**src/logic/mips_pkg.sv**
```systemverilog
package mips_pkg;

    // Word and register index widths
    localparam int XLEN       = 32;
    localparam int REG_ADDR_W = 5;

    localparam logic [REG_ADDR_W-1:0] REG_V0 = 5'd2;
    localparam logic [REG_ADDR_W-1:0] REG_RA = 5'd31;

    // Primary opcodes that the core implements
    typedef enum logic [5:0] {
        OP_RTYPE = 6'h00,
        OP_J     = 6'h02,
        OP_JAL   = 6'h03,
        OP_BEQ   = 6'h04,
        OP_BNE   = 6'h05,
        OP_ADDIU = 6'h09,
        OP_SLTI  = 6'h0A,
        OP_SLTIU = 6'h0B,
        OP_ANDI  = 6'h0C,
        OP_ORI   = 6'h0D,
        OP_XORI  = 6'h0E,
        OP_LUI   = 6'h0F,
        OP_LW    = 6'h23,
        OP_SW    = 6'h2B
    } opcode_t;

    // Function field of R-type instructions
    typedef enum logic [5:0] {
        FN_SLL  = 6'h00,
        FN_SRL  = 6'h02,
        FN_SRA  = 6'h03,
        FN_JR   = 6'h08,
        FN_JALR = 6'h09,
        FN_ADDU = 6'h21,
        FN_SUBU = 6'h23,
        FN_AND  = 6'h24,
        FN_OR   = 6'h25,
        FN_XOR  = 6'h26,
        FN_SLT  = 6'h2A,
        FN_SLTU = 6'h2B
    } funct_t;

    typedef struct packed {
        opcode_t               opcode;
        logic [REG_ADDR_W-1:0] rs;
        logic [REG_ADDR_W-1:0] rt;
        logic [REG_ADDR_W-1:0] rd;
        logic [4:0]            shamt;
        funct_t                funct;
    } r_view_t;

    typedef struct packed {
        opcode_t               opcode;
        logic [REG_ADDR_W-1:0] rs;
        logic [REG_ADDR_W-1:0] rt;
        logic [15:0]           imm;
    } i_view_t;

    typedef struct packed {
        opcode_t     opcode;
        logic [25:0] index;
    } j_view_t;

    // One instruction word seen in its three encodings
    typedef union packed {
        r_view_t r;
        i_view_t i;
        j_view_t j;
    } instr_u;

    typedef enum logic [1:0] {
        FETCH,
        EXEC,
        MEM,
        HALTED
    } seq_state_t;

endpackage

```
**src/logic/exec_if.sv**
```systemverilog
`timescale 1ns/1ps

interface exec_if import mips_pkg::*; ();

    // Instruction under execution and its operands
    instr_u          instr;
    logic [XLEN-1:0] rs_val;
    logic [XLEN-1:0] rt_val;
    logic [XLEN-1:0] pc_plus4;

    modport seq (
        output instr,
        output rs_val,
        output rt_val,
        output pc_plus4
    );

    modport alu (
        input instr,
        input rs_val,
        input rt_val
    );

    // Branch compares both operands and needs the sequential pc
    modport branch (
        input instr,
        input rs_val,
        input rt_val,
        input pc_plus4
    );

endinterface

```
**src/logic/alu_unit.sv**
```systemverilog
`timescale 1ns/1ps

module alu_unit import mips_pkg::*; (
    exec_if.alu                   ex,
    output logic [XLEN-1:0]       result,
    output logic                  wr_en,
    output logic [REG_ADDR_W-1:0] wr_reg,
    output logic [XLEN-1:0]       mem_addr,
    output logic                  is_load,
    output logic                  is_store
);

    logic [XLEN-1:0] imm_sext;
    logic [XLEN-1:0] imm_zext;

    assign imm_sext = {{(XLEN-16){ex.instr.i.imm[15]}}, ex.instr.i.imm};
    assign imm_zext = {{(XLEN-16){1'b0}}, ex.instr.i.imm};

    // Base plus offset for LW and SW
    assign mem_addr = ex.rs_val + imm_sext;

    always_comb begin
        result   = '0;
        wr_en    = 1'b0;
        wr_reg   = ex.instr.i.rt;
        is_load  = 1'b0;
        is_store = 1'b0;
        case (ex.instr.r.opcode)
            OP_RTYPE: begin
                wr_reg = ex.instr.r.rd;
                wr_en  = 1'b1;
                case (ex.instr.r.funct)
                    FN_ADDU: result = ex.rs_val + ex.rt_val;
                    FN_SUBU: result = ex.rs_val - ex.rt_val;
                    FN_AND:  result = ex.rs_val & ex.rt_val;
                    FN_OR:   result = ex.rs_val | ex.rt_val;
                    FN_XOR:  result = ex.rs_val ^ ex.rt_val;
                    FN_SLT:  result = XLEN'($signed(ex.rs_val) < $signed(ex.rt_val));
                    FN_SLTU: result = XLEN'(ex.rs_val < ex.rt_val);
                    FN_SLL:  result = ex.rt_val << ex.instr.r.shamt;
                    FN_SRL:  result = ex.rt_val >> ex.instr.r.shamt;
                    FN_SRA:  result = $signed(ex.rt_val) >>> ex.instr.r.shamt;
                    // JR and JALR belong to the branch unit
                    default: wr_en = 1'b0;
                endcase
            end
            OP_ADDIU: begin
                result = ex.rs_val + imm_sext;
                wr_en  = 1'b1;
            end
            OP_SLTI: begin
                result = XLEN'($signed(ex.rs_val) < $signed(imm_sext));
                wr_en  = 1'b1;
            end
            OP_SLTIU: begin
                result = XLEN'(ex.rs_val < imm_sext);
                wr_en  = 1'b1;
            end
            OP_ANDI: begin
                result = ex.rs_val & imm_zext;
                wr_en  = 1'b1;
            end
            OP_ORI: begin
                result = ex.rs_val | imm_zext;
                wr_en  = 1'b1;
            end
            OP_XORI: begin
                result = ex.rs_val ^ imm_zext;
                wr_en  = 1'b1;
            end
            OP_LUI: begin
                result = {ex.instr.i.imm, 16'h0000};
                wr_en  = 1'b1;
            end
            // Load data arrives later, the sequencer writes it back
            OP_LW:   is_load  = 1'b1;
            OP_SW:   is_store = 1'b1;
            default: wr_en    = 1'b0;
        endcase
    end

endmodule

```
**src/logic/branch_unit.sv**
```systemverilog
`timescale 1ns/1ps

module branch_unit import mips_pkg::*; (
    exec_if.branch                ex,
    output logic                  redirect,
    output logic [XLEN-1:0]       target,
    output logic                  link_en,
    output logic [REG_ADDR_W-1:0] link_reg,
    output logic [XLEN-1:0]       link_val
);

    logic [XLEN-1:0] branch_target;
    logic [XLEN-1:0] jump_target;

    // Word offset relative to the delay slot address
    assign branch_target = ex.pc_plus4 +
        {{(XLEN-18){ex.instr.i.imm[15]}}, ex.instr.i.imm, 2'b00};
    assign jump_target = {ex.pc_plus4[XLEN-1:XLEN-4], ex.instr.j.index, 2'b00};

    // Return lands after the delay slot
    assign link_val = ex.pc_plus4 + XLEN'(4);

    always_comb begin
        redirect = 1'b0;
        target   = branch_target;
        link_en  = 1'b0;
        link_reg = REG_RA;
        case (ex.instr.j.opcode)
            OP_BEQ: redirect = (ex.rs_val == ex.rt_val);
            OP_BNE: redirect = (ex.rs_val != ex.rt_val);
            OP_J: begin
                redirect = 1'b1;
                target   = jump_target;
            end
            OP_JAL: begin
                redirect = 1'b1;
                target   = jump_target;
                link_en  = 1'b1;
            end
            OP_RTYPE: begin
                target = ex.rs_val;
                if (ex.instr.r.funct == FN_JR) begin
                    redirect = 1'b1;
                end else if (ex.instr.r.funct == FN_JALR) begin
                    redirect = 1'b1;
                    link_en  = 1'b1;
                    link_reg = ex.instr.r.rd;
                end
            end
            default: redirect = 1'b0;
        endcase
    end

endmodule

```
**src/logic/bus_sequencer.sv**
```systemverilog
`timescale 1ns/1ps

module bus_sequencer import mips_pkg::*; #(
    parameter logic [XLEN-1:0] RESET_VECTOR = 32'hBFC0_0000
) (
    input  logic                  clk,
    input  logic                  reset,
    output logic                  active,
    output logic [XLEN-1:0]       address,
    output logic                  read,
    output logic                  write,
    input  logic                  waitrequest,
    output logic [XLEN-1:0]       writedata,
    output logic [3:0]            byteenable,
    input  logic [XLEN-1:0]       readdata,
    output logic [REG_ADDR_W-1:0] rs_addr,
    output logic [REG_ADDR_W-1:0] rt_addr,
    input  logic [XLEN-1:0]       rs_val,
    input  logic [XLEN-1:0]       rt_val,
    exec_if.seq                   ex,
    input  logic [XLEN-1:0]       result,
    input  logic                  wr_en,
    input  logic [REG_ADDR_W-1:0] wr_reg,
    input  logic [XLEN-1:0]       mem_addr,
    input  logic                  is_load,
    input  logic                  is_store,
    input  logic                  redirect,
    input  logic [XLEN-1:0]       target,
    input  logic                  link_en,
    input  logic [REG_ADDR_W-1:0] link_reg,
    input  logic [XLEN-1:0]       link_val,
    output logic                  we,
    output logic [REG_ADDR_W-1:0] wa,
    output logic [XLEN-1:0]       wd
);

    seq_state_t      state;
    logic [XLEN-1:0] pc;
    logic [XLEN-1:0] pc_plus4;
    instr_u          ir;
    logic [XLEN-1:0] pend_target;
    logic            pend_valid;
    logic            mem_op;
    logic            advance;
    logic [XLEN-1:0] next_pc;

    assign pc_plus4 = pc + XLEN'(4);
    assign mem_op   = is_load | is_store;

    // Instruction retires at end of EXEC, or when its memory transfer completes
    assign advance = (state == EXEC && !mem_op) || (state == MEM && !waitrequest);
    assign next_pc = pend_valid ? pend_target : pc_plus4;

    // Operands for the execute units
    assign rs_addr     = ir.r.rs;
    assign rt_addr     = ir.r.rt;
    assign ex.instr    = ir;
    assign ex.rs_val   = rs_val;
    assign ex.rt_val   = rt_val;
    assign ex.pc_plus4 = pc_plus4;

    assign active     = (state != HALTED);
    assign byteenable = 4'b1111;
    assign writedata  = rt_val;

    // Bus request, held stable while waitrequest is high
    always_comb begin
        address = pc;
        read    = 1'b0;
        write   = 1'b0;
        case (state)
            FETCH: read = (pc != '0);
            MEM: begin
                address = mem_addr;
                read    = is_load;
                write   = is_store;
            end
            default: read = 1'b0;
        endcase
    end

    // Writeback, a link never coincides with an ALU write
    always_comb begin
        we = 1'b0;
        wa = wr_reg;
        wd = readdata;
        if (state == EXEC) begin
            we = link_en | wr_en;
            wa = link_en ? link_reg : wr_reg;
            wd = link_en ? link_val : result;
        end else if (state == MEM && is_load) begin
            we = !waitrequest;
        end
    end

    always_ff @(posedge clk) begin
        if (reset) begin
            state      <= FETCH;
            pc         <= RESET_VECTOR;
            pend_valid <= 1'b0;
        end else begin
            case (state)
                FETCH: begin
                    if (pc == '0) begin
                        state <= HALTED;
                    end else if (!waitrequest) begin
                        state <= EXEC;
                    end
                end
                EXEC:    state <= mem_op ? MEM : FETCH;
                MEM: begin
                    if (!waitrequest) begin
                        state <= FETCH;
                    end
                end
                default: state <= HALTED;
            endcase
            // A taken branch arms the target for after its delay slot
            if (advance) begin
                pc         <= next_pc;
                pend_valid <= redirect;
            end
        end
    end

    always_ff @(posedge clk) begin
        if (state == FETCH && !waitrequest) begin
            ir <= instr_u'(readdata);
        end
        if (advance) begin
            pend_target <= target;
        end
    end

endmodule

```
**src/logic/mips_cpu_bus.sv**
```systemverilog
`timescale 1ns/1ps

module mips_cpu_bus import mips_pkg::*; #(
    parameter logic [XLEN-1:0] RESET_VECTOR = 32'hBFC0_0000
) (
    input  logic            clk,
    input  logic            reset,
    output logic            active,
    output logic [XLEN-1:0] register_v0,
    output logic [XLEN-1:0] address,
    output logic            write,
    output logic            read,
    input  logic            waitrequest,
    output logic [XLEN-1:0] writedata,
    output logic [3:0]      byteenable,
    input  logic [XLEN-1:0] readdata
);

    logic [REG_ADDR_W-1:0] rs_addr;
    logic [REG_ADDR_W-1:0] rt_addr;
    logic [XLEN-1:0]       rs_val;
    logic [XLEN-1:0]       rt_val;
    logic                  we;
    logic [REG_ADDR_W-1:0] wa;
    logic [XLEN-1:0]       wd;

    // ALU results
    logic [XLEN-1:0]       result;
    logic                  wr_en;
    logic [REG_ADDR_W-1:0] wr_reg;
    logic [XLEN-1:0]       mem_addr;
    logic                  is_load;
    logic                  is_store;

    // Branch unit results
    logic                  redirect;
    logic [XLEN-1:0]       target;
    logic                  link_en;
    logic [REG_ADDR_W-1:0] link_reg;
    logic [XLEN-1:0]       link_val;

    exec_if ex_bus ();

    register_file regs_i (
        .clk     (clk),
        .reset   (reset),
        .rs_addr (rs_addr),
        .rt_addr (rt_addr),
        .we      (we),
        .wa      (wa),
        .wd      (wd),
        .rs_val  (rs_val),
        .rt_val  (rt_val),
        .v0      (register_v0)
    );

    alu_unit alu_i (
        .ex       (ex_bus.alu),
        .result   (result),
        .wr_en    (wr_en),
        .wr_reg   (wr_reg),
        .mem_addr (mem_addr),
        .is_load  (is_load),
        .is_store (is_store)
    );

    branch_unit branch_i (
        .ex       (ex_bus.branch),
        .redirect (redirect),
        .target   (target),
        .link_en  (link_en),
        .link_reg (link_reg),
        .link_val (link_val)
    );

    bus_sequencer #(
        .RESET_VECTOR (RESET_VECTOR)
    ) seq_i (
        .clk         (clk),
        .reset       (reset),
        .active      (active),
        .address     (address),
        .read        (read),
        .write       (write),
        .waitrequest (waitrequest),
        .writedata   (writedata),
        .byteenable  (byteenable),
        .readdata    (readdata),
        .rs_addr     (rs_addr),
        .rt_addr     (rt_addr),
        .rs_val      (rs_val),
        .rt_val      (rt_val),
        .ex          (ex_bus.seq),
        .result      (result),
        .wr_en       (wr_en),
        .wr_reg      (wr_reg),
        .mem_addr    (mem_addr),
        .is_load     (is_load),
        .is_store    (is_store),
        .redirect    (redirect),
        .target      (target),
        .link_en     (link_en),
        .link_reg    (link_reg),
        .link_val    (link_val),
        .we          (we),
        .wa          (wa),
        .wd          (wd)
    );

endmodule

```
**src/logic/register_file.sv**
```systemverilog
`timescale 1ns/1ps

module register_file import mips_pkg::*; (
    input  logic                  clk,
    input  logic                  reset,
    input  logic [REG_ADDR_W-1:0] rs_addr,
    input  logic [REG_ADDR_W-1:0] rt_addr,
    input  logic                  we,
    input  logic [REG_ADDR_W-1:0] wa,
    input  logic [XLEN-1:0]       wd,
    output logic [XLEN-1:0]       rs_val,
    output logic [XLEN-1:0]       rt_val,
    output logic [XLEN-1:0]       v0
);

    // Register zero has no storage
    logic [XLEN-1:0] regs [1:31];

    always_ff @(posedge clk) begin
        if (reset) begin
            for (int i = 1; i < 32; i++) begin
                regs[i] <= '0;
            end
        end else if (we && wa != '0) begin
            regs[wa] <= wd;
        end
    end

    // Asynchronous read ports
    assign rs_val = (rs_addr == '0) ? '0 : regs[rs_addr];
    assign rt_val = (rt_addr == '0) ? '0 : regs[rt_addr];

    assign v0 = regs[REG_V0];

endmodule

```
**config.mk**
```make
export PLATFORM = sky130hd
export DESIGN_NAME = mips_cpu_bus
export DESIGN_NICKNAME = d
export VERILOG_FILES = /design/src/logic/mips_pkg.sv /design/src/logic/exec_if.sv /design/src/logic/alu_unit.sv /design/src/logic/branch_unit.sv /design/src/logic/bus_sequencer.sv /design/src/logic/mips_cpu_bus.sv /design/src/logic/register_file.sv
export SDC_FILE = /design/constraint.sdc
export NUM_CORES = 2
export LEC_CHECK = 0
export ABC_AREA = 1
export BUFFER_PORTS_ARGS = -buffer_cell sky130_fd_sc_hd__buf_4
export CAP_MARGIN = 5
export CORE_ASPECT_RATIO = 1.25
export CORE_MARGIN = 2
export CORE_UTILIZATION = 33
export DETAILED_ROUTE_END_ITERATION = 6
export PLACE_DENSITY = 0.51
export SLEW_MARGIN = 20
export SYNTH_ARGS = -nofsm -noshare
export SYNTH_HDL_FRONTEND = slang
export SYNTH_SLANG_ARGS = --single-unit
```
**constraint.sdc**
```tcl
create_clock -name clk -period 8.5 [get_ports clk]
set_input_delay 0.85 -clock clk [delete_from_list [all_inputs] [get_ports clk]]
set_output_delay 0.85 -clock clk [all_outputs]
set_load 0.03 [all_outputs]
```
# Word-level counts from Yosys, hierarchy flattened
# Memory sizes are Yosys's and may differ from the RTL's. A register that Yosys moved wholly into a read port is not among the register bits.
# Cells that the tools add are included.
[totals]
latch_bits = 0
mem_bits_ro = 0
reg_bits = 99
memories = 1
ramBits = 992
[op_classes]
shifts = 3
muxes = 43
reduce_logical = 21
n_eq_ne = 31
multipliers = 0
div = 0
n_lt_le_gt_ge = 4
bitwise = 8
n_addsub = 6
[memory_table]
columns = ["name", "depth", "width", "rd", "rd_ports_with_merged_regs", "write_ports", "line_no", "source"]
rows = [
  ["regs_i.regs", 31, 32, 3, 2, 31, "register_file.sv:17", "logic [XLEN-1:0] regs [1:31];"],
]
[ops]
columns = ["op", "n"]
rows = [
  ["$pmux 32 s10", 1],
  ["$pmux 32 s8", 1],
  ["$mux 32", 7],
  ["$add 32x32->32", 3],
  ["$lt 32x32->1", 3],
  ["$add 32x3->32 const B", 2],
  ["$pmux 32 s2", 1],
  ["$eq 6x4->1 const B", 9],
  ["$eq 6x6->1 const B", 9],
  ["$mux 5", 9],
  ["$and 32x16->32", 1],
  ["$and 32x32->32", 1],
  ["$eq 32x32->1", 1],
  ["$logic_not 32->1", 1],
  ["$lt 32x16->1", 1],
  ["$ne 32x32->1", 1],
  ["$or 32x16->32", 1],
  ["$or 32x32->32", 1],
  ["$reduce_bool 32->1", 1],
  ["$reduce_or 32->1", 1],
  ["$shl 32x5->32", 1],
  ["$shr 32x5->32", 1],
  ["$sshr 32x5->32", 1],
  ["$sub 32x32->32", 1],
  ["other kinds (25)", 57],
]

# Depth between registers and ports, before layout
[depth]
ltp_word = 13
depth_mapped = 35
mapped_depth_nobuf = 29

# Cells and area by module
# A second synthesis with hierarchy kept.
[hier_totals]
cells_unflattened = 11729
area_unflattened_um2 = 81411.8
[by_module_without_submodules]
columns = ["mod", "seq_area_each_um2", "instances", "area_per_inst_um2", "cells_each"]
rows = [
  ["register_file", 30749.5, 1, 56569.3, 7252],
  ["alu_unit", 0.0, 1, 14581.5, 2907],
  ["bus_sequencer", 2622.5, 1, 6361.1, 813],
  ["branch_unit", 0.0, 1, 3900.0, 757],
]

# Worst setup path after synthesis
# OpenSTA, ideal clock, no wires.
[synth_path]
kind = "flip-flop to output port"
from = "register (tool-made name)"
to = "output port address[22]"
setup_slack_ns = 2.976
required_time_ns = 7.650
path_stages_with_launch = 24
arrival_time_ns = 4.674
cell_sequence = "dfxtp_1 > buf_4 > buf_4 > clkbuf_1 > buf_2 > buf_2 > clkbuf_1 > clkbuf_1 > o21ai_0 > o221ai_1 > nand3_1 > nand3_1 > nand3_1 > inv_1 > ha_1 > inv_1 > fa_1 > inv_1 > nand3_1 > o21ai_0 > nand3_1 > nand2_1 > xor2_1 > o21ai_0"
[synth_lines]
columns = ["element", "line_no", "source"]
rows = [
  ["end, declared", "mips_cpu_bus.sv:10", "output logic [XLEN-1:0] address,"],
]

==> metrics <==
period utilization=97.6%; ys async rst share=0%; post-place setup slack=0.979 ns; total setup buffers inserted after CTS=0; P per Cell Area=298 nW/µm²; P&R area growth vs syn=9.73%; slowest stage cell on the critical path=inv_1; routed wire length=418 mm; YS warnings=0; max-cap viol count=0; clk sinks=1133; Setup Skew=0.0930 ns; initial DRC count=11100; Yosys cell types=70; fin util=36.5%; chip width=439 µm; die height=548 µm; # rows=199; Design Area, Final=85800 µm²; initial antenna violation count=11; Buffers on Ports=133; Post-synth top flop=edfxtp_1; Clock Tree Root=clkbuf_16; post-DP HPWL=285 mm; layout cells sized above 1=8.25%; CTS tree=built; Hold Slack=0.220 ns; final worst slack=0.202 ns; max incr delay on CP=0.86 ns; first-pass GRT wire length=582 mm; DRT Pass-1 Iters=7; vias per cell=6.02; # DRC=3; core area=235000 µm²; htree depth=3; number of global-route vias before repair=76500; Critical Path, Cell by Cell=inv_8 -> buf_4 -> o21ai_0 -> o221ai_1 -> a31oi_1 -> o21ai_0 -> nand3_1 -> inv_1 -> ha_1 -> nor2_1 -> inv_1 -> o21ai_0 -> a21oi_1 -> nor3_1 -> a211oi_1 -> nand2_1 -> nand2_1 -> nand2_1 -> nand2_1 -> o21ai_0 -> buf_4; Post-synth EDFFs=1088; final setup fails=0; Slew Limit Headroom=12.5%; Ports=138; worst hold path class=in -> reg; Setup crit start kind=flip-flop; fillers=24600; commonest non-fill, non-tap cell in the layout=nand2_1; fmax=0.121 GHz; peak supply drop=0.186 mV; Setup crit end kind=primary output; max-slew violation count=0; failing checks=design-rule violations; critical path type=reg -> out; Largest delay share family, worst path=buffers and inverters; RD Place Congestion=1.10; status=finished, violations left; Slew @ Worst Pin=1.31 ns; Placed Area=81900 µm²; Pleak=34.2 nW; worst-path fanout max=103; Starting Density=33.2%; nets=10400; CP arrival=7.45 ns; Critical path buffers and inverters=5; CTS max path bufs=3; Cells after Synth=10400; CP required=7.65 ns; most frequent cells in the layout=2384 x nand2_1, 1644 x nor2_1, 1432 x nand3_1; Clock Latency Late Sink=0.82 ns; hold_buf cts=0; Synth Area per Inst=7.53 µm²; CTS Buf Count=119; Tot GR Track Use=33.5%; via count=80500; RSZ-0062 raised after global routing=false; post-synthesis sequential area ratio=42.9%; Final ANT Viol Nets=0; Reg clk slew, reported paths=0.07 ns; largest net degree at the start of global routing=192; DR WL/cell=31.3 µm; Hold Fails Final Rpt=0; Setup TNS=0 ns; CTS-repair resized insts=0; Period minus WS final=8.30 ns; #FFs+latches synth=1133; global route overflow=0; Die Area=241000 µm²; mapped cell area=78200 µm²
## power by group
part | leakage (nW) | internal, mW | total, mW | switching, mW
Combinational | 20.8 | 3.17 | 13.4 | 10.2
Clock | 1.85 | 2.84 | 5.33 | 2.49
Sequential | 11.5 | 6.47 | 6.80 | 0.323
Total | 34.2 | 12.5 | 25.5 | 13.0
## Yosys cell counts, types with 65 or more instances
cell type	count	area, µm²
buf_4	99	743
a21oi_1	503	2520
buf_6	65	732
nor2_1	1649	6190
nand3_1	1440	7210
inv_1	532	2000
edfxtp_1	1088	32700
nand2_1	2434	9140
o21ai_0	748	3740
ha_1	214	2680
o221ai_1	223	1950
buf_2	285	1430
clkbuf_1	306	1150
## cell type report
type                       instances  area (µm²)  share of cell area, %
clock buffer                     146        3120                   3.64
timing repair buffer             410        3620                   4.22
tap                             3115        3900                   4.54
antenna                            4        10.0                 0.0117
inverter                         564        2180                   2.54
clock inverter                    75         709                  0.827
sequential                      1133       33600                   39.2
multi-input combinational       7920       38700                   45.1
## worst paths after layout
| kind | start | cells after the start | slack (ns) | end |
|---|---|---|---|---|
| worst min-delay path | readdata[15] | 1 | 0.22 | seq_i.ex.instr[15] |
| worst max-delay path | flip-flop | 21 | 0.20 | address[28] |
| worst min register to register | seq_i.pend_valid | 2 | 0.49 | seq_i.pend_valid |
| worst max register to register | flip-flop | 24 | 0.57 | regs_i.regs[4][29] |
## registers in the layout, indices dropped and copies added (netlist names), named ones only
signal             flops
seq_i.state            2
seq_i.pend_target     32
seq_i.ex.instr        32
seq_i.pend_valid       1
regs_i.regs         1024
seq_i.pc              32
## kinds of logic (layout without fill, tap and decap cells)
family                     after synthesis  after routing  share of synthesized area (%)
AOI/OAI and AO/OA                     1803           1803                           13.5
xor gates and xnor gates                51             51                          0.600
adders and majority gates              218            218                           3.53
buffers and inverters                 1365           1195                           8.15
DFF                                   1133           1133                           42.9
other                                    2             40                        0.00960
and+or+nand+nor                       5812           5812                           31.3
## per-stage QoR
step           total power, mW  cells
6_report                  25.5  13400
5_1_grt                   26.4  13400
4_1_cts                   25.1  13400
3_5_place_dp              19.8  13100
3_3_place_gp              19.8  13100
2_1_floorplan             14.3  10400
## layer usage
metal | global-route usage (%) | part of all wire (%)
met2 | 54.4 | 46
met4 | 25.0 | 8.9
met3 | 5.71 | 8.7
met5 | 0 | 0.019
met1 | 39.8 | 36
(Power assumes the default switching activity.)
